`src/node_params.svh`:
```
`ifndef NODE_PARAMS_SVH
`define NODE_PARAMS_SVH

// node memory geometry
`define MEM_DEPTH     1024    // bytes
`define ADDR_WIDTH    10      // byte address bits
`define BYTE_WIDTH    8
`define WORD_WIDTH    16      // table word, two bytes little-endian

// table layout in node memory
`define SINK_BASE     'h08    // known sinks
`define NEIGHBOR_BASE 'h48    // neighbor ids
`define CLUSTER_BASE  'hC8    // cluster id of each neighbor

// table lengths in words
`define NUM_SINKS     16
`define NUM_NEIGHBORS 64

`endif

```
`src/sink_scan_pkg.sv`:
```
`include "node_params.svh"

package sink_scan_pkg;

	// what a returned word holds
	typedef enum logic [1:0] {
		FETCH_NEIGHBOR = 2'd0,   // neighbor id
		FETCH_CLUSTER  = 2'd1,   // that neighbor's cluster id
		FETCH_SINK     = 2'd2    // one known sink
	} fetch_kind_e;

	// travels with each read so the evaluator can interpret the data
	typedef struct packed {
		fetch_kind_e                        kind;
		logic [$clog2(`NUM_NEIGHBORS)-1:0] neighbor_idx;   // neighbor being checked
		logic                               last;           // final sink of final neighbor
	} read_tag_t;

endpackage

```
`src/mem_read_if.sv`:
```
`include "node_params.svh"

interface mem_read_if import sink_scan_pkg::*; ();

	logic                   req_valid;   // one read this cycle
	logic [`ADDR_WIDTH-1:0] req_addr;    // address of the low byte
	read_tag_t              req_tag;

	logic                   rsp_valid;   // follows req_valid by one cycle
	logic [`WORD_WIDTH-1:0] rsp_data;
	read_tag_t              rsp_tag;     // same tag as the request

	modport issuer (
		output req_valid,
		output req_addr,
		output req_tag
	);

	modport server (
		input  req_valid,
		input  req_addr,
		input  req_tag,
		output rsp_valid,
		output rsp_data,
		output rsp_tag
	);

	modport consumer (
		input  rsp_valid,
		input  rsp_data,
		input  rsp_tag
	);

endinterface

```
`src/aggregation_match_evaluator.sv`:
```
`include "node_params.svh"

module aggregation_match_evaluator import sink_scan_pkg::*; (
	input  logic                          clock,
	input  logic                          nrst,
	input  logic                          start,
	input  logic [`WORD_WIDTH-1:0]        my_cluster_id,
	mem_read_if.consumer                  rd,
	output logic                          halt,
	output logic                          for_aggregation,
	output logic [$clog2(`NUM_NEIGHBORS)-1:0] matched_neighbor,
	output logic                          done
);

	logic [`WORD_WIDTH-1:0] neighbor_id;   // current neighbor
	logic [`WORD_WIDTH-1:0] cluster_id;    // its cluster
	logic                   busy;          // scan in progress
	logic                   words_ready;   // cluster word seen since start
	logic                   matched;
	logic                   accept;
	logic                   sink_hit;

	assign accept = start && !busy;

	// sink equals the neighbor and the neighbor sits in another cluster
	assign sink_hit = (rd.rsp_data == neighbor_id) && (cluster_id != my_cluster_id);

	assign halt            = matched;
	assign for_aggregation = matched;

	always_ff @(posedge clock) begin
		if (rd.rsp_valid) begin
			case (rd.rsp_tag.kind)
				FETCH_NEIGHBOR: neighbor_id <= rd.rsp_data;
				FETCH_CLUSTER:  cluster_id  <= rd.rsp_data;
				default:        ;   // sinks are compared, not stored
			endcase
		end
	end

	always_ff @(posedge clock) begin
		if (!nrst) begin
			busy             <= 1'b0;
			words_ready      <= 1'b0;
			matched          <= 1'b0;
			done             <= 1'b0;
			matched_neighbor <= '0;
		end else if (accept) begin
			busy             <= 1'b1;
			words_ready      <= 1'b0;
			matched          <= 1'b0;
			done             <= 1'b0;
			matched_neighbor <= '0;
		end else if (busy && rd.rsp_valid) begin
			case (rd.rsp_tag.kind)
				FETCH_CLUSTER: words_ready <= 1'b1;
				FETCH_SINK: begin
					// a sink left over from a halted scan arrives before any cluster word
					if (words_ready) begin
						if (sink_hit) begin
							matched          <= 1'b1;
							matched_neighbor <= rd.rsp_tag.neighbor_idx;
							done             <= 1'b1;
							busy             <= 1'b0;   // later responses ignored
						end else if (rd.rsp_tag.last) begin
							done <= 1'b1;   // no neighbor qualified
							busy <= 1'b0;
						end
					end
				end
				default: ;
			endcase
		end
	end

endmodule

```
`src/flat_wrapper.sv`:
```
// flat-port wrapper written by rule: the top's interface ports become plain ports
module aggregation_match_evaluator_flat import sink_scan_pkg::*;
  (clock, nrst, start, my_cluster_id, halt, for_aggregation, matched_neighbor, done, rd_rsp_valid, rd_rsp_data, rd_rsp_tag);
  mem_read_if rd_i ();
  input  logic clock;
  input  logic nrst;
  input  logic start;
  input  logic [`WORD_WIDTH-1:0] my_cluster_id;
  output logic halt;
  output logic for_aggregation;
  output logic [$clog2(`NUM_NEIGHBORS)-1:0] matched_neighbor;
  output logic done;
  input wire logic [$bits(rd_i.rsp_valid)-1:0] rd_rsp_valid;
  input wire logic [$bits(rd_i.rsp_data)-1:0] rd_rsp_data;
  input wire logic [$bits(rd_i.rsp_tag)-1:0] rd_rsp_tag;
  assign rd_i.rsp_valid = rd_rsp_valid;
  assign rd_i.rsp_data = rd_rsp_data;
  assign rd_i.rsp_tag = rd_rsp_tag;
  aggregation_match_evaluator u_core (.clock(clock), .nrst(nrst), .start(start), .my_cluster_id(my_cluster_id), .rd(rd_i), .halt(halt), .for_aggregation(for_aggregation), .matched_neighbor(matched_neighbor), .done(done));
endmodule
```
`config.mk`:
```
export PLATFORM = sky130hd
export DESIGN_NAME = aggregation_match_evaluator_flat
export DESIGN_NICKNAME = d
export VERILOG_FILES = /design/src/sink_scan_pkg.sv /design/src/mem_read_if.sv /design/src/aggregation_match_evaluator.sv /design/src/flat_wrapper.sv
export VERILOG_INCLUDE_DIRS = /design/src
export SDC_FILE = /design/constraint.sdc
export NUM_CORES = 1
export LEC_CHECK = 0
export BUFFER_PORTS_ARGS = -buffer_cell sky130_fd_sc_hd__buf_4
export CORE_MARGIN = 3
export CORE_UTILIZATION = 43
export DETAILED_ROUTE_END_ITERATION = 8
export HOLD_SLACK_MARGIN = 0.12
export PLACE_DENSITY = 0.68
export SLEW_MARGIN = 20
export SYNTH_ARGS = -nofsm -noshare
export SYNTH_HDL_FRONTEND = slang
export SYNTH_SLANG_ARGS = --single-unit
```
`constraint.sdc`:
```
create_clock -name clock -period 6.16 [get_ports clock]
set_input_delay 0.924 -clock clock [delete_from_list [all_inputs] [get_ports clock]]
set_output_delay 0.924 -clock clock [all_outputs]
set_load 0.03 [all_outputs]
```
==> metrics <==
met2 GRT Util=29.4%; # IOs=54; #FFs+latches synth=42; number of setup violations in the final report=0; Crit Path Max Fanout=7; top-area cell type share of the netlist area=52.7%; RD Place Congestion=0.756; clock buffer depth=2; GRT Total Usage=16.0%; cell-internal power=0.000509 W; Initial Utilization=44.9%; Setup Crit Path Kind=in2reg; Yosys warning total=0; NumNets Final=237; Reg area=1160 um2; Hold WC Path Type=reg2reg; Syn Area/Cell=13.5 um2; clk slew on worst S/H paths=0.07 ns; H-tree levels=2; Rows=23; Mapped Nets=180; Synth area leader=edfxtp_1; NetSw=0.000123 W; setup tns final=0 ns; TritonCTS Buffers=5; Skew-Pair Late Insertion Delay=0.29 ns; Antenna Nets Post-Route=0; Post-CTS Hold Buffers=0; Flop pwr share=50.9%; vias per inst=5.26; CTS tree=done; post-route minimum period=2.32 ns; HPWL after DPL=3050 um; wire length per cell=15.7 um; port buffer count=53; GRT met1 Usage=17.1%; Die Area=5050 um2; status=complete, no violations; Crit. End Element=register; Logic pwr share=9.3%; gr ovfl total=0; Post-CTS Setup Repair Bufs=0; max-cap check violation count=0; Commonest cells post-synth=edfxtp_1, xor2_1, xnor2_1; worst slew pin tran=0.819 ns; P_leak=0.884 nW; crit path launch type=input port; largest net degree at the start of global routing=18; CP Data Arrival Time=2.54 ns; post-layout power=0.000632 W; power per cell area=263 nW/um2; worst path required time=6.38 ns; busiest layer in global routing=met2; Slew Limit Headroom=45.0%; post-CTS sizing=0; clock root cell=clkbuf_8; Setup Skew=0.00510 ns; Synth area leaders=edfxtp_1, dfxtp_1, xor2_1; post-synth cell types=31; VDD IR max=194 uV; initial DRC count=53; core box area=4060 um2; period utilization=37.7%; Ant. Diodes=0; number of synthesized flops with an enable pin=32; ys async rst share=0%; unrepaired setup endpoints after global routing=false; Main synth FF type=edfxtp_1; Worst Hold Slack=0.465 ns; WL final=3810 um; CP peak stage delay=0.70 ns; multi-input logic area=631 um2; initial antenna violation count=0; clk sink count=42; max-slew violations=0; fillers=337; 1st-pass router iterations=4; vias in the first global route=1,296; sequential area share after synthesis=63.7%; highest clock rate=430 MHz; post-synthesis instance total=135; Clk pwr share=39.8%; fraction of layout cells with a size suffix above 1=34.2%; Die Height=71.1 um; Vias=1,278; crit path cell chain=buf_4 -> xnor2_1 -> nand4_1 -> nor3_1 -> nand3_1 -> a31oi_1; top-count cell post-synth=edfxtp_1; met3 Use GR=5.40%; Die X=71.1 um; switch share=19.5%; Crit-path slowest cell=nor3_1; Area Growth Syn to Fin=32.1%; Mapped Area=1820 um2; Fin. Hold Viols=0; first-pass GRT wire length=6140 um; # DRC=0
==> worst paths after layout <==
kind,startpoint,end,slack [ns],depth (start not counted)
setup / recovery,rd_rsp_data[5],u_core.done$_SDFFE_PP0P_,3.84,6
hold / removal,u_core.done$_SDFFE_PP0P_,u_core.done$_SDFFE_PP0P_,0.47,2
setup reg to reg,u_core.neighbor_id[5]$_DFFE_PP_,u_core.done$_SDFFE_PP0P_,4.17,5
hold reg to reg,u_core.done$_SDFFE_PP0P_,u_core.done$_SDFFE_PP0P_,0.47,2
==> cell usage in the layout, fill, tap and decap left out, drive strengths merged, types with 2 or more instances in the layout <==
master,count
o31ai,6
nand3,2
inv,4
xnor2,15
a21oi,8
dfxtp,10
nand4,14
nand2,2
nor4b,2
buf,54
o21ai,2
bufinv,2
nor3,2
clkbuf,5
xor2,17
nor4,4
edfxtp,32
==> power by group through the flow <==
stage	registers [W]	logic, W	clock network [W]
global route	0.000323	0.0000649	0.000269
finish	0.000322	0.0000590	0.000251
floorplan	0.000327	0.0000253	0
CTS	0.000322	0.0000601	0.000258
detailed placement	0.000328	0.0000600	0
global placement	0.000328	0.0000580	0
==> state kept, by name, indices dropped and copies added (netlist names) <==
register	count
u_core.done	1
u_core.cluster_id	16
u_core.words_ready	1
u_core.for_aggregation	1
u_core.busy	1
u_core.matched_neighbor	6
u_core.neighbor_id	16
==> per-stage QoR <==
| step | util (%) | std cells | area, um2 | setup slack, ns |
|---|---|---|---|---|
| global placement | 56.1 | 235 | 2270 | 3.68 |
| CTS | 59.3 | 243 | 2410 | 3.87 |
| floorplan | - | 135 | 1820 | 3.57 |
| global route | 59.3 | 243 | 2410 | 3.69 |
| detailed placement | 56.1 | 235 | 2270 | 3.57 |
| finish | 59.3 | 243 | 2410 | 3.84 |
==> logic make-up (layout without fill, tap and decap cells) <==
family	count (synthesis)	count (layout)	share of synthesized area (%)
flops	42	42	63.7
compound gates	17	17	5.56
xor+xnor	32	32	15.4
buf+inv	8	66	1.92
simple gates	36	36	13.4
==> area by class of cell <==
| type | count | share of cell area (%) |
|---|---|---|
| Timing Repair Buffer | 54 | 16.8 |
| Sequential cell | 42 | 48.2 |
| Multi-Input combinational cell | 85 | 26.2 |
| Clock inverter | 3 | 2.65 |
| Inverter | 4 | 0.624 |
| Clock buffer | 5 | 2.86 |
| Tap cell | 50 | 2.60 |
==> critical path: cells and delay by family <==
family | cells | cell delay [ns]
and+or+nand+nor | 3 | 1.07
xor gates and xnor gates | 1 | 0.22
AOI/OAI and AO/OA | 1 | 0.20
buffers and inverters | 1 | 0.12
==> per-layer routing <==
layer | routed length [um] | share of wire (%) | vias up
met5 | 0 | 0 | -
met4 | 51 | 1.3 | 0
met3 | 224 | 5.9 | 6
met2 | 2030 | 53 | 37
met1 | 1500 | 40 | 612
li1 | - | - | 623
(Power assumes the default switching activity.)
