**config.mk**
```make
export PLATFORM = sky130hd
export DESIGN_NAME = scan_address_sequencer_flat
export DESIGN_NICKNAME = d
export VERILOG_FILES = /design/src/sink_scan_pkg.sv /design/src/mem_read_if.sv /design/src/scan_address_sequencer.sv /design/src/flat_wrapper.sv
export VERILOG_INCLUDE_DIRS = /design/src
export SDC_FILE = /design/constraint.sdc
export NUM_CORES = 1
export LEC_CHECK = 0
export ABC_CLOCK_PERIOD_IN_PS = 1600
export BUFFER_PORTS_ARGS = -buffer_cell sky130_fd_sc_hd__buf_4
export CORE_MARGIN = 3
export CORE_UTILIZATION = 37
export DETAILED_ROUTE_END_ITERATION = 6
export PLACE_DENSITY = 0.62
export SLEW_MARGIN = 25
export SYNTH_ARGS = -nofsm -noshare
export SYNTH_HDL_FRONTEND = slang
export SYNTH_SLANG_ARGS = --single-unit
```
**constraint.sdc**
```tcl
create_clock -name clock -period 1.6 [get_ports clock]
set_input_delay 0.16 -clock clock [delete_from_list [all_inputs] [get_ports clock]]
set_output_delay 0.16 -clock clock [all_outputs]
set_load 0.01 [all_outputs]
```
**src/node_params.svh**
```systemverilog
`ifndef NODE_PARAMS_SVH
`define NODE_PARAMS_SVH

// node memory geometry
`define MEM_DEPTH     1024    // bytes
`define ADDR_WIDTH    10      // byte address bits
`define BYTE_WIDTH    8
`define WORD_WIDTH    16      // table word, two bytes little-endian

// table layout in node memory
`define SINK_BASE     'h08    // known sinks
`define NEIGHBOR_BASE 'h48    // neighbor ids
`define CLUSTER_BASE  'hC8    // cluster id of each neighbor

// table lengths in words
`define NUM_SINKS     16
`define NUM_NEIGHBORS 64

`endif

```
**src/sink_scan_pkg.sv**
```systemverilog
`include "node_params.svh"

package sink_scan_pkg;

	// what a returned word holds
	typedef enum logic [1:0] {
		FETCH_NEIGHBOR = 2'd0,   // neighbor id
		FETCH_CLUSTER  = 2'd1,   // that neighbor's cluster id
		FETCH_SINK     = 2'd2    // one known sink
	} fetch_kind_e;

	// travels with each read so the evaluator can interpret the data
	typedef struct packed {
		fetch_kind_e                        kind;
		logic [$clog2(`NUM_NEIGHBORS)-1:0] neighbor_idx;   // neighbor being checked
		logic                               last;           // final sink of final neighbor
	} read_tag_t;

endpackage

```
**src/mem_read_if.sv**
```systemverilog
`include "node_params.svh"

interface mem_read_if import sink_scan_pkg::*; ();

	logic                   req_valid;   // one read this cycle
	logic [`ADDR_WIDTH-1:0] req_addr;    // address of the low byte
	read_tag_t              req_tag;

	logic                   rsp_valid;   // follows req_valid by one cycle
	logic [`WORD_WIDTH-1:0] rsp_data;
	read_tag_t              rsp_tag;     // same tag as the request

	modport issuer (
		output req_valid,
		output req_addr,
		output req_tag
	);

	modport server (
		input  req_valid,
		input  req_addr,
		input  req_tag,
		output rsp_valid,
		output rsp_data,
		output rsp_tag
	);

	modport consumer (
		input  rsp_valid,
		input  rsp_data,
		input  rsp_tag
	);

endinterface

```
**src/scan_address_sequencer.sv**
```systemverilog
`include "node_params.svh"

module scan_address_sequencer import sink_scan_pkg::*; (
	input  logic       clock,
	input  logic       nrst,
	input  logic       start,
	input  logic       halt,
	mem_read_if.issuer rd
);

	localparam int NBR_W  = $clog2(`NUM_NEIGHBORS);
	localparam int SINK_W = $clog2(`NUM_SINKS);

	typedef logic [`ADDR_WIDTH-1:0] addr_t;

	logic              running;    // issuing one read per cycle
	logic              draining;   // final read in flight, result not out yet
	fetch_kind_e       phase;      // kind of the read issued this cycle
	logic [NBR_W-1:0]  nbr_idx;
	logic [SINK_W-1:0] sink_idx;
	logic              last_sink;
	logic              last_req;
	logic              accept;

	assign last_sink = (phase == FETCH_SINK) && (sink_idx == SINK_W'(`NUM_SINKS - 1));
	assign last_req  = last_sink && (nbr_idx == NBR_W'(`NUM_NEIGHBORS - 1));

	// a halted scan counts as finished, since the evaluator has its result
	assign accept = start && ((!running && !draining) || halt);

	assign rd.req_valid = running;

	always_comb begin
		case (phase)
			FETCH_NEIGHBOR: rd.req_addr = addr_t'(`NEIGHBOR_BASE) + addr_t'({nbr_idx, 1'b0});
			FETCH_CLUSTER:  rd.req_addr = addr_t'(`CLUSTER_BASE) + addr_t'({nbr_idx, 1'b0});
			default:        rd.req_addr = addr_t'(`SINK_BASE) + addr_t'({sink_idx, 1'b0});
		endcase
	end

	always_comb begin
		rd.req_tag.kind         = phase;
		rd.req_tag.neighbor_idx = nbr_idx;
		rd.req_tag.last         = last_req;
	end

	always_ff @(posedge clock) begin
		if (!nrst) begin
			running  <= 1'b0;
			draining <= 1'b0;
			phase    <= FETCH_NEIGHBOR;
			nbr_idx  <= '0;
			sink_idx <= '0;
		end else begin
			draining <= 1'b0;
			if (accept) begin
				running  <= 1'b1;
				phase    <= FETCH_NEIGHBOR;   // restart at neighbor 0
				nbr_idx  <= '0;
				sink_idx <= '0;
			end else if (running) begin
				if (halt) begin
					running <= 1'b0;   // match found downstream
				end else begin
					case (phase)
						FETCH_NEIGHBOR: phase <= FETCH_CLUSTER;
						FETCH_CLUSTER:  phase <= FETCH_SINK;
						default: begin
							sink_idx <= sink_idx + 1'b1;   // wraps to 0 after the last sink
							if (last_sink) begin
								phase   <= FETCH_NEIGHBOR;
								nbr_idx <= nbr_idx + 1'b1;
							end
							if (last_req) begin
								running  <= 1'b0;
								draining <= 1'b1;   // wait for the last response
							end
						end
					endcase
				end
			end
		end
	end

endmodule

```
**src/flat_wrapper.sv**
```systemverilog
// flat-port wrapper written by rule: the top's interface ports become plain ports
module scan_address_sequencer_flat import sink_scan_pkg::*;
  (clock, nrst, start, halt, rd_req_valid, rd_req_addr, rd_req_tag);
  mem_read_if rd_i ();
  input  logic clock;
  input  logic nrst;
  input  logic start;
  input  logic halt;
  output wire logic [$bits(rd_i.req_valid)-1:0] rd_req_valid;
  output wire logic [$bits(rd_i.req_addr)-1:0] rd_req_addr;
  output wire logic [$bits(rd_i.req_tag)-1:0] rd_req_tag;
  assign rd_req_valid = rd_i.req_valid;
  assign rd_req_addr = rd_i.req_addr;
  assign rd_req_tag = rd_i.req_tag;
  scan_address_sequencer u_core (.clock(clock), .nrst(nrst), .start(start), .halt(halt), .rd(rd_i));
endmodule
```
==> out/qor.csv, run 1 <==
stage,metric,value,unit
run_status,run status,"finished, final reports clean",
placement,# placed instances,156,
drt,Total Wirelength,2180,um
drt,vias,852,
finish,Final Util,0.583,
global_route,initial antenna violation count,0,
placement,routability congestion estimate,0.769,
setup_path,worst reg2reg path depth,5,
finish,register area,290,um2
logic_synthesis,register area share after synthesis,0.330,
setup_path,"Largest delay share family, worst path",simple AND/OR/NAND/NOR gates,
logic_synthesis,asr flop ratio synth,0,
logic_synthesis,post-synth top area cell,dfxtp_1,
setup_path,Critical Path Fanout Max,4,
die,area of the core,2060,um2
finish,layout net count,143,
placement,port bufs,21,
global_route,gr usage total,0.164,
cts,clock sink count,14,
finish,most frequent cells in the layout,"35 x buf_4, 9 x a21oi_1, 8 x nand2_1, 8 x dfxtp_1, 7 x o21ai_0",
setup_path,max incr delay on CP,0.34,ns
setup_path,Crit Path Category,flop to output pin,
timing,post-route clock skew,0.00262,ns
logic_synthesis,largest cells by area after synthesis,"dfxtp_1 33%, a21oi_1 6.5%, ha_1 5.9%",
logic_synthesis,Synth Instances,100,
pwr,LEAKAGE,0.000506,uW
setup_path,Buf/Inv on CP,1,
logic_synthesis,Post-synth EDFFs,0,
min_path,WHS Path Cells,3,
flow_run,Max Cap Viol,0,
logic_synthesis,mean post-synth cell area,8.50,um2
setup_path,critical-path cell list,"ha_2, nand3_1, nor3_4, buf_4",
die,Site Rows,16,
drt,DRC,0,
timing,minimum clock period,1.54,ns
setup_path,R2R Setup Slk,0.08,ns
global_route,largest net degree at the start of global routing,11,
cts,Worst-path clk slew,0.09,ns
setup_path,crit end category,output pin,
drt,First-pass DRT Iterations,4,
die,Initial Util,0.412,
finish,multi-input combinational cell area,559,um2
logic_synthesis,Post-Syn Area,850,um2
logic_synthesis,share of the synthesized area in the top cell type,0.330,
timing,RSZ-0062 raised after global routing,true,
cts,Max Buffers Root-to-Sink,2,
drt,Vias/cell,5.29,
min_path,Hold Path Class,input port to flop,
setup_path,Worst EP required,1.44,ns
finish,Syn-to-layout area delta,41.4,%
setup_path,Crit-path slowest cell,dfxtp_1,
pwr,pwr/cell area,553,nW/um2
finish,"commonest non-fill, non-tap cell in the layout",buf_4,
setup_path,Startpoint Class,flop,
timing,"Slew Viols, Final",0,
timing,Fmax,649,MHz
die,die width,53.9,um
logic_synthesis,Synth Warn #,0,
pwr,Worst IR Drop VDD,401,uV
cts,clock latency on the worst-skew pair,0.28,ns
placement,Post-DP HPWL,1650,um
timing,final setup vio count,0,
timing,final hold viol count,0,
cts,CTS Buf Count,3,
cts,Root Buffer,clkbuf_4,
finish,"Cell Count, Final, Fillers Out",161,
die,Ports,24,
finish,ant diodes,0,
die,Total Die Area,2910,um2
cts,CTS tree,built,
cts,H-tree depth,1,
global_route,first-pass GRT wire length,3420,um
logic_synthesis,"FF+latch count, synth",14,
setup_path,Levels on crit path,4,
setup_path,worst path arrival time,1.38,ns
finish,layout cell share with drive strength beyond 1,0.433,
drt,DR iter-0 viols,15,
logic_synthesis,Synth Flop Type,dfxtp_1,
timing,Tcrit/Tclk final,0.964,
global_route,total grt overflow,0,
finish,Filler cells,183,
logic_synthesis,"Distinct cells, synth",31,
global_route,vias in the first global route,763,
die,chip height,53.9,um
drt,DR WL/cell,13.6,um
drt,Routed Antenna Nets,0,
==> routing by layer <==
| layer | part of all wire | vias up | GRT usage |
|---|---|---|---|
| met5 | 0 | - | 0 |
| met3 | 0.045 | 4 | 0.0360 |
| met4 | 0.010 | 0 | 0.0638 |
| met2 | 0.50 | 21 | 0.274 |
| met1 | 0.45 | 402 | 0.203 |
| li1 | - | 425 | - |
==> synthesized netlist by cell type, types with 2 or more instances <==
cell,count
a21oi_1,11
and3b_1,2
buf_2,4
buf_4,3
dfxtp_1,14
ha_1,4
inv_1,2
mux2_2,3
mux2i_1,2
nand2_1,8
nand2b_1,3
nand3_1,6
nand4b_1,2
nor2_1,4
o211ai_1,2
o21ai_0,7
o31ai_1,2
or3_1,4
or4_1,2
xnor2_1,3
xor2_1,2
==> timing repair <==
item / 4_1_cts / 5_1_grt
buffers inserted: 1 / 0
hold buffers: 0 / 0
setup endpoints to repair: 2 / 5
pin swaps: 1 / 1
gates resized for setup: 4 / 12
==> worst min-delay path, delay by kind of cell <==
family          cells  cell delay [ns]
buf+inv             1             0.11
simple gates        1             0.05
compound gates      1             0.06
==> where the power goes <==
| group | internal [uW] | switching, uW |
|---|---|---|
| registers | 349 | 6.02 |
| logic | 25.1 | 26.5 |
| clock network | 138 | 119 |
==> kinds of logic after synthesis <==
group	synth area share
and+or+nand+nor	0.267
muxes	0.0633
adders and majority gates	0.0589
AOI/OAI and AO/OA	0.166
DFF	0.330
other	0.00441
xor gates and xnor gates	0.0516
buffers and inverters	0.0589
==> final timing paths <==
path,start,end
worst max register to register,u_core.sink_idx[1]$_SDFFE_PP0P_,u_core.nbr_idx[3]$_SDFFE_PP0P_
worst min register to register,u_core.sink_idx[3]$_SDFFE_PP0P_,u_core.sink_idx[3]$_SDFFE_PP0P_
worst max-delay path,u_core.nbr_idx[2]$_SDFFE_PP0P_,rd_req_tag[0]
worst min-delay path,start,u_core.rd.req_valid$_SDFF_PN0_
==> metrics by stage <==
stage | hold WS [ns] | cell area, um2 | setup slack, ns | setup TNS, ns | total power, uW
floorplan | 0.310 | 853 | 0.242 | 0 | 394
global placement | 0.455 | 1110 | 0.0751 | 0 | 416
detailed placement | 0.455 | 1110 | 0.0481 | 0 | 417
CTS | 0.149 | 1160 | 0.0317 | 0 | 671
global route | 0.178 | 1200 | -0.0105 | -0.0140 | 690
finish | 0.153 | 1200 | 0.0584 | 0 | 664
==> state kept, by name (all words and copies together) (netlist names) <==
register and cells:
u_core.nbr_idx 6, u_core.draining 1, u_core.phase 2, u_core.rd.req_valid 1, u_core.sink_idx 4
==> area by class of cell <==
| cell class | count | area share |
|---|---|---|
| Timing Repair Buffer | 36 | 0.228 |
| Multi-Input combinational cell | 78 | 0.466 |
| Sequential cell | 14 | 0.242 |
| Inverter | 2 | 0.00625 |
| Clock buffer | 4 | 0.0302 |
| Tap cell | 27 | 0.0281 |
(Power assumes the default switching activity.)
==> run 2, diff against run 1 <==
- SETUP_SLACK_MARGIN: default -> 0.3
==> run 2 against run 1 <==
Clock skew barely moved. First-iteration DRC count rose by 33%. Combinational power rose by 9.9%. Cell count rose by 6.8%.
==> out/qor.csv, run 2 (synthesis results as in run 1) <==
stage,metric,value,unit
finish,number of flip-flops in the largest register,6,
cts,H-tree depth,1,
drt,vias,928,
die,Ports,24,
die,chip height,53.9,um
setup_path,crit end category,output pin,
finish,most frequent cells in the layout,"37 x buf_4, 11 x buf_6, 8 x nand2_1",
drt,Total Wirelength,2580,um
setup_path,Worst EP required,1.44,ns
die,Site Rows,16,
die,Total Die Area,2910,um2
pwr,Worst IR Drop VDD,334,uV
cts,Max Buffers Root-to-Sink,2,
timing,final setup vio count,0,
finish,largest registers,"u_core.nbr_idx x6, u_core.sink_idx x4, u_core.phase x2",
finish,"commonest non-fill, non-tap cell in the layout",buf_4,
pwr,net switching power,157,uW
setup_path,Crit Path Category,flop to output pin,
timing,post-route clock skew,0.00245,ns
cts,CTS Buf Count,3,
timing,Tcrit/Tclk final,0.976,
pwr,LEAKAGE,0.000591,uW
drt,Routed Antenna Nets,0,
cts,CTS tree,built,
min_path,Hold Path Class,input port to flop,
global_route,largest net degree at the start of global routing,13,
run_status,run status,"finished, final reports clean",
finish,"Most flops, register",u_core.nbr_idx,
cts,clock sink count,14,
pwr,cell internal pwr,454,uW
placement,# placed instances,149,
pwr,Seq pwr share,0.567,
drt,DR iter-0 viols,20,
placement,routability congestion estimate,0.777,
finish,Final Util,0.697,
pwr,pwr/cell area,425,nW/um2
setup_path,worst path arrival time,1.40,ns
timing,final hold viol count,0,
timing,Fmax,641,MHz
placement,Post-DP HPWL,1590,um
setup_path,Critical Path Start,u_core.sink_idx[2]$_SDFFE_PP0P_,
pwr,Clk network pwr share,0.340,
timing,minimum clock period,1.56,ns
global_route,total grt overflow,0,
timing,RSZ-0062 raised after global routing,true,
finish,Syn-to-layout area delta,69.1,%
cts,Worst-path clk slew,0.09,ns
global_route,vias in the first global route,835,
flow_run,Max Cap Viol,0,
die,Initial Util,0.412,
drt,DRC,0,
cts,Root Buffer,clkbuf_4,
placement,port bufs,21,
setup_path,Startpoint Class,flop,
timing,"Slew Viols, Final",0,
finish,layout cell share with drive strength beyond 1,0.579,
setup_path,reg-to-reg critical path startpoint,u_core.sink_idx[2]$_SDFFE_PP0P_,
drt,First-pass DRT Iterations,4,
min_path,critical hold path startpoint,start,
global_route,first-pass GRT wire length,3820,um
cts,clock latency on the worst-skew pair,0.29,ns
drt,DR WL/cell,15.0,um
drt,Vias/cell,5.40,
global_route,gr usage total,0.184,
finish,layout net count,155,
global_route,initial antenna violation count,0,
finish,ant diodes,0,
die,die width,53.9,um
pwr,combinational share of power,0.093,
die,area of the core,2060,um2
setup_path,Critical Path Fanout Max,3,
finish,"Cell Count, Final, Fillers Out",172,
pwr,Sw Share,0.256,
[run 2: power groups by stage]
stage / Clock (uW) / Sequential, uW / Combinational (uW)
after detailed placement: 0 / 365 / 51.1
after floorplan: 0 / 366 / 28.3
after CTS: 201 / 346 / 51.6
after global placement: 0 / 365 / 50.4
after global routing: 226 / 347 / 61.0
final: 208 / 346 / 56.7
[run 2: what timing repair did]
| item | 4_1_cts | 5_1_grt |
|---|---|---|
| pin swaps | 15 | 7 |
| hold endpoints to repair | 0 | 0 |
| gates resized for setup | 26 | 21 |
| setup buffers | 13 | 7 |
| setup endpoints to repair | 20 | 17 |
| hold buffers | 0 | 0 |
[run 2: layout make-up]
type                       instances  area (um2)
timing repair buffer              48         402
fill                             150         626
inverter                           2        7.51
clock buffer                       3        22.5
multi-input combinational         78         659
sequential                        14         312
tap                               27        33.8
[run 2: routing by layer]
layer	share of wire	wire, um	global-route usage
met1	0.42	1090	0.222
met2	0.50	1300	0.315
met3	0.037	96	0.0332
met4	0.034	88	0.0766
met5	0	0	0
[run 2: stage by stage]
step | TNS, ns | worst slack, ns | total power, uW | cell area (um2) | hold WS (ns)
floorplan | 0 | 0.305 | 394 | 902 | 0.310
global placement | 0 | 0.134 | 415 | 1090 | 0.455
detailed placement | 0 | 0.126 | 416 | 1090 | 0.448
CTS | 0 | 0.0812 | 598 | 1300 | 0.150
global route | -0.0295 | -0.0295 | 635 | 1440 | 0.161
finish | 0 | 0.0387 | 610 | 1440 | 0.145
[run 2: worst max-delay path, stage by stage (launching register included)]
cell	delay (ns)
dfxtp_4	0.36
ha_4	0.14
nand3b_1	0.12
buf_6	0.15
nor3_4	0.21
buf_6	0.13
[run 2: final timing paths]
check,endpoint,slack [ns],depth (start not counted)
hold reg to reg,u_core.sink_idx[3]$_SDFFE_PP0P_,0.52,2
setup / recovery,rd_req_tag[0],0.04,5
hold / removal,u_core.rd.req_valid$_SDFF_PN0_,0.15,3
setup reg to reg,u_core.nbr_idx[4]$_SDFFE_PP0P_,0.10,5
==> run 3, diff against run 2 <==
- ABC_AREA: default -> 1
==> run 3 against run 2 <==
Critical path depth did not move. Global-route usage fell by 1.0 points. Synthesized cell count rose by 30%. Sequential share of layout area rose by 1.2 points. First-iteration DRC count fell by 5.0%. Highest routed layer is now met3. Count of clock-buffer cells in the layout rose by 1.
==> out/qor.csv, run 3 <==
stage,metric,value,unit
run_status,run status,"finished, final reports clean",
logic_synthesis,largest family of logic cells by synthesized area,simple AND/OR/NAND/NOR gates,
die,Total Die Area,2940,um2
logic_synthesis,mux share of post-synthesis cell area,0,
logic_synthesis,register area share after synthesis,0.326,
timing,Fmax,716,MHz
pwr,Sw Share,0.229,
cts,clock latency on the worst-skew pair,0.28,ns
global_route,initial antenna violation count,0,
timing,"Slew Viols, Final",0,
logic_synthesis,Synth top cells by count,"42 x nand2_1, 15 x inv_1, 14 x dfxtp_1, 12 x nor2_1, 8 x a21oi_1",
die,Ports,24,
die,die width,54.2,um
pwr,Clk network pwr share,0.403,
logic_synthesis,Synth Flop Type,dfxtp_1,
logic_synthesis,Post-synth EDFFs,0,
logic_synthesis,Synth Warn #,0,
placement,port bufs,21,
cts,Root Buffer,clkbuf_4,
timing,post-route clock skew,0.00360,ns
finish,"Most flops, register",u_core.nbr_idx,
logic_synthesis,top-count cell post-synth,nand2_1,
timing,minimum clock period,1.40,ns
cts,hold_buf cts,0,
setup_path,Worst EP required,1.44,ns
logic_synthesis,post-synth top area cell,dfxtp_1,
finish,number of flip-flops in the largest register,6,
finish,largest registers,"u_core.nbr_idx x6, u_core.sink_idx x4, u_core.phase x2",
placement,routability congestion estimate,0.773,
finish,Syn-to-layout area delta,57.1,%
timing,final setup vio count,0,
drt,Vias/cell,4.66,
setup_path,crit end category,output pin,
timing,Tcrit/Tclk final,0.872,
global_route,largest net degree at the start of global routing,10,
pwr,Seq pwr share,0.534,
finish,"commonest non-fill, non-tap cell in the layout",buf_4,
global_route,total grt overflow,0,
global_route,first-pass GRT wire length,3650,um
setup_path,worst path arrival time,1.24,ns
finish,layout net count,177,
logic_synthesis,Post-Syn Area,861,um2
cts,CTS tree,built,
timing,final hold viol count,0,
die,Initial Util,0.413,
drt,DR WL/cell,11.8,um
timing,TNS Setup,0,ns
setup_path,Crit Path Category,flop to output pin,
logic_synthesis,"Distinct cells, synth",25,
logic_synthesis,Post-Synth Adder-Cell Area,0.0581,
pwr,cell internal pwr,496,uW
global_route,gr usage total,0.173,
drt,First-pass DRT Iterations,4,
die,area of the core,2080,um2
die,Site Rows,16,
drt,Routed Antenna Nets,0,
pwr,combinational share of power,0.063,
finish,layout cell share with drive strength beyond 1,0.506,
cts,clock sink count,14,
pwr,pwr/cell area,475,nW/um2
cts,CTS Buf Count,3,
die,chip height,54.2,um
finish,ant diodes,0,
logic_synthesis,Synth Instances,130,
timing,RSZ-0062 raised after global routing,true,
logic_synthesis,"FF+latch count, synth",14,
logic_synthesis,mean post-synth cell area,6.62,um2
logic_synthesis,Post-Synth Simple-Gate Area,0.355,
cts,Worst-path clk slew,0.09,ns
logic_synthesis,XOR/XNOR share of the synthesized area,0.0407,
logic_synthesis,Synth Area in Compound Gates,0.0959,
drt,DR iter-0 viols,19,
placement,Post-DP HPWL,1520,um
pwr,Worst IR Drop VDD,420,uV
flow_run,Max Cap Viol,0,
drt,DRC,0,
logic_synthesis,share of the synthesized area in the top cell type,0.326,
global_route,vias in the first global route,824,
drt,vias,909,
min_path,Hold Path Class,input port to flop,
pwr,LEAKAGE,0.000637,uW
logic_synthesis,largest cells by area after synthesis,"dfxtp_1 33%, nand2_1 18%, inv_1 6.5%",
cts,H-tree depth,1,
drt,Total Wirelength,2300,um
setup_path,Critical Path Fanout Max,3,
pwr,Overall Power,643,uW
pwr,net switching power,147,uW
logic_synthesis,asr flop ratio synth,0,
setup_path,Startpoint Class,flop,
finish,most frequent cells in the layout,"34 x buf_4, 31 x nand2_1, 12 x nand2_2, 12 x nor2_1, 11 x inv_1",
cts,Max Buffers Root-to-Sink,2,
==> run 3: cell count changes after synthesis, sizes merged, moves of 4 or more <==
cell | previous run | this run
inv | 2 | 16
nor2 | 4 | 14
nand2 | 8 | 46
or3 | 4 | 0
==> run 3: final cells by class <==
cell class,count,area [um2]
Tap cell,27,33.8
Multi-Input combinational cell,95,593
Sequential cell,14,309
Fill cell,195,729
Clock buffer,4,36.3
Timing Repair Buffer,38,309
Inverter,17,71.3
==> run 3: cell families (layout without fill, tap and decap cells) <==
group | after synthesis | in the layout
XOR/XNOR | 4 | 4
other | 1 | 2
adder cells (fa/ha/maj) | 4 | 4
AO/OA/AOI/OAI | 16 | 16
AND/OR/NAND/NOR | 69 | 69
flip-flops | 14 | 14
buffers and inverters | 22 | 59
==> run 3: final timing paths <==
path / from / to / slack [ns] / cells past startpoint
max: u_core.nbr_idx[3]$_SDFFE_PP0P_ / rd_req_addr[7] / 0.20 / 5
min: nrst / u_core.rd.req_valid$_SDFF_PN0_ / 0.14 / 2
max reg2reg: u_core.sink_idx[3]$_SDFFE_PP0P_ / u_core.nbr_idx[0]$_SDFFE_PP0P_ / 0.35 / 8
min reg2reg: u_core.nbr_idx[5]$_SDFFE_PP0P_ / u_core.nbr_idx[5]$_SDFFE_PP0P_ / 0.52 / 2
==> run 3: layer usage <==
metal  up-vias  wire (um)  track usage  part of all wire
li1        481          -            -                 -
met1       407       1010        0.219              0.44
met2        21       1180        0.289              0.51
met3         0        119       0.0518             0.052
met4         0          0       0.0373                 0
met5         -          0            0                 0
==> run 3: critical path, cell delays in order, from the launching register on <==
cell     delay, ns
dfxtp_4       0.37
ha_4          0.18
nand2_4       0.07
nand2_2       0.06
o21ai_1       0.14
buf_4         0.14
==> run 3: power groups by stage <==
stage / combinational (uW) / sequential, uW / clock (uW)
finish: 40.5 / 343 / 259
global route: 45.6 / 344 / 289
CTS: 39.8 / 346 / 266
detailed placement: 39.4 / 361 / 0
global placement: 39.6 / 361 / 0
floorplan: 24.6 / 362 / 0
==> run 3: through the flow <==
| stage | hold slack, ns | area [um2] | setup slack, ns | instances | utilization |
|---|---|---|---|---|---|
| final | 0.139 | 1350 | 0.204 | 195 | 0.650 |
| after global routing | 0.137 | 1350 | 0.142 | 195 | 0.650 |
| after floorplan | 0.314 | 865 | 0.339 | 131 | - |
| after detailed placement | 0.436 | 1040 | 0.302 | 177 | 0.501 |
| after CTS | 0.134 | 1270 | 0.221 | 191 | 0.611 |
| after global placement | 0.425 | 1040 | 0.332 | 177 | 0.501 |
==> run 3: repair_timing <==
action,in CTS,in global routing
buffers inserted,10,4
pin swaps,6,7
endpoints found under the setup margin,8,8
gates resized for setup,37,16
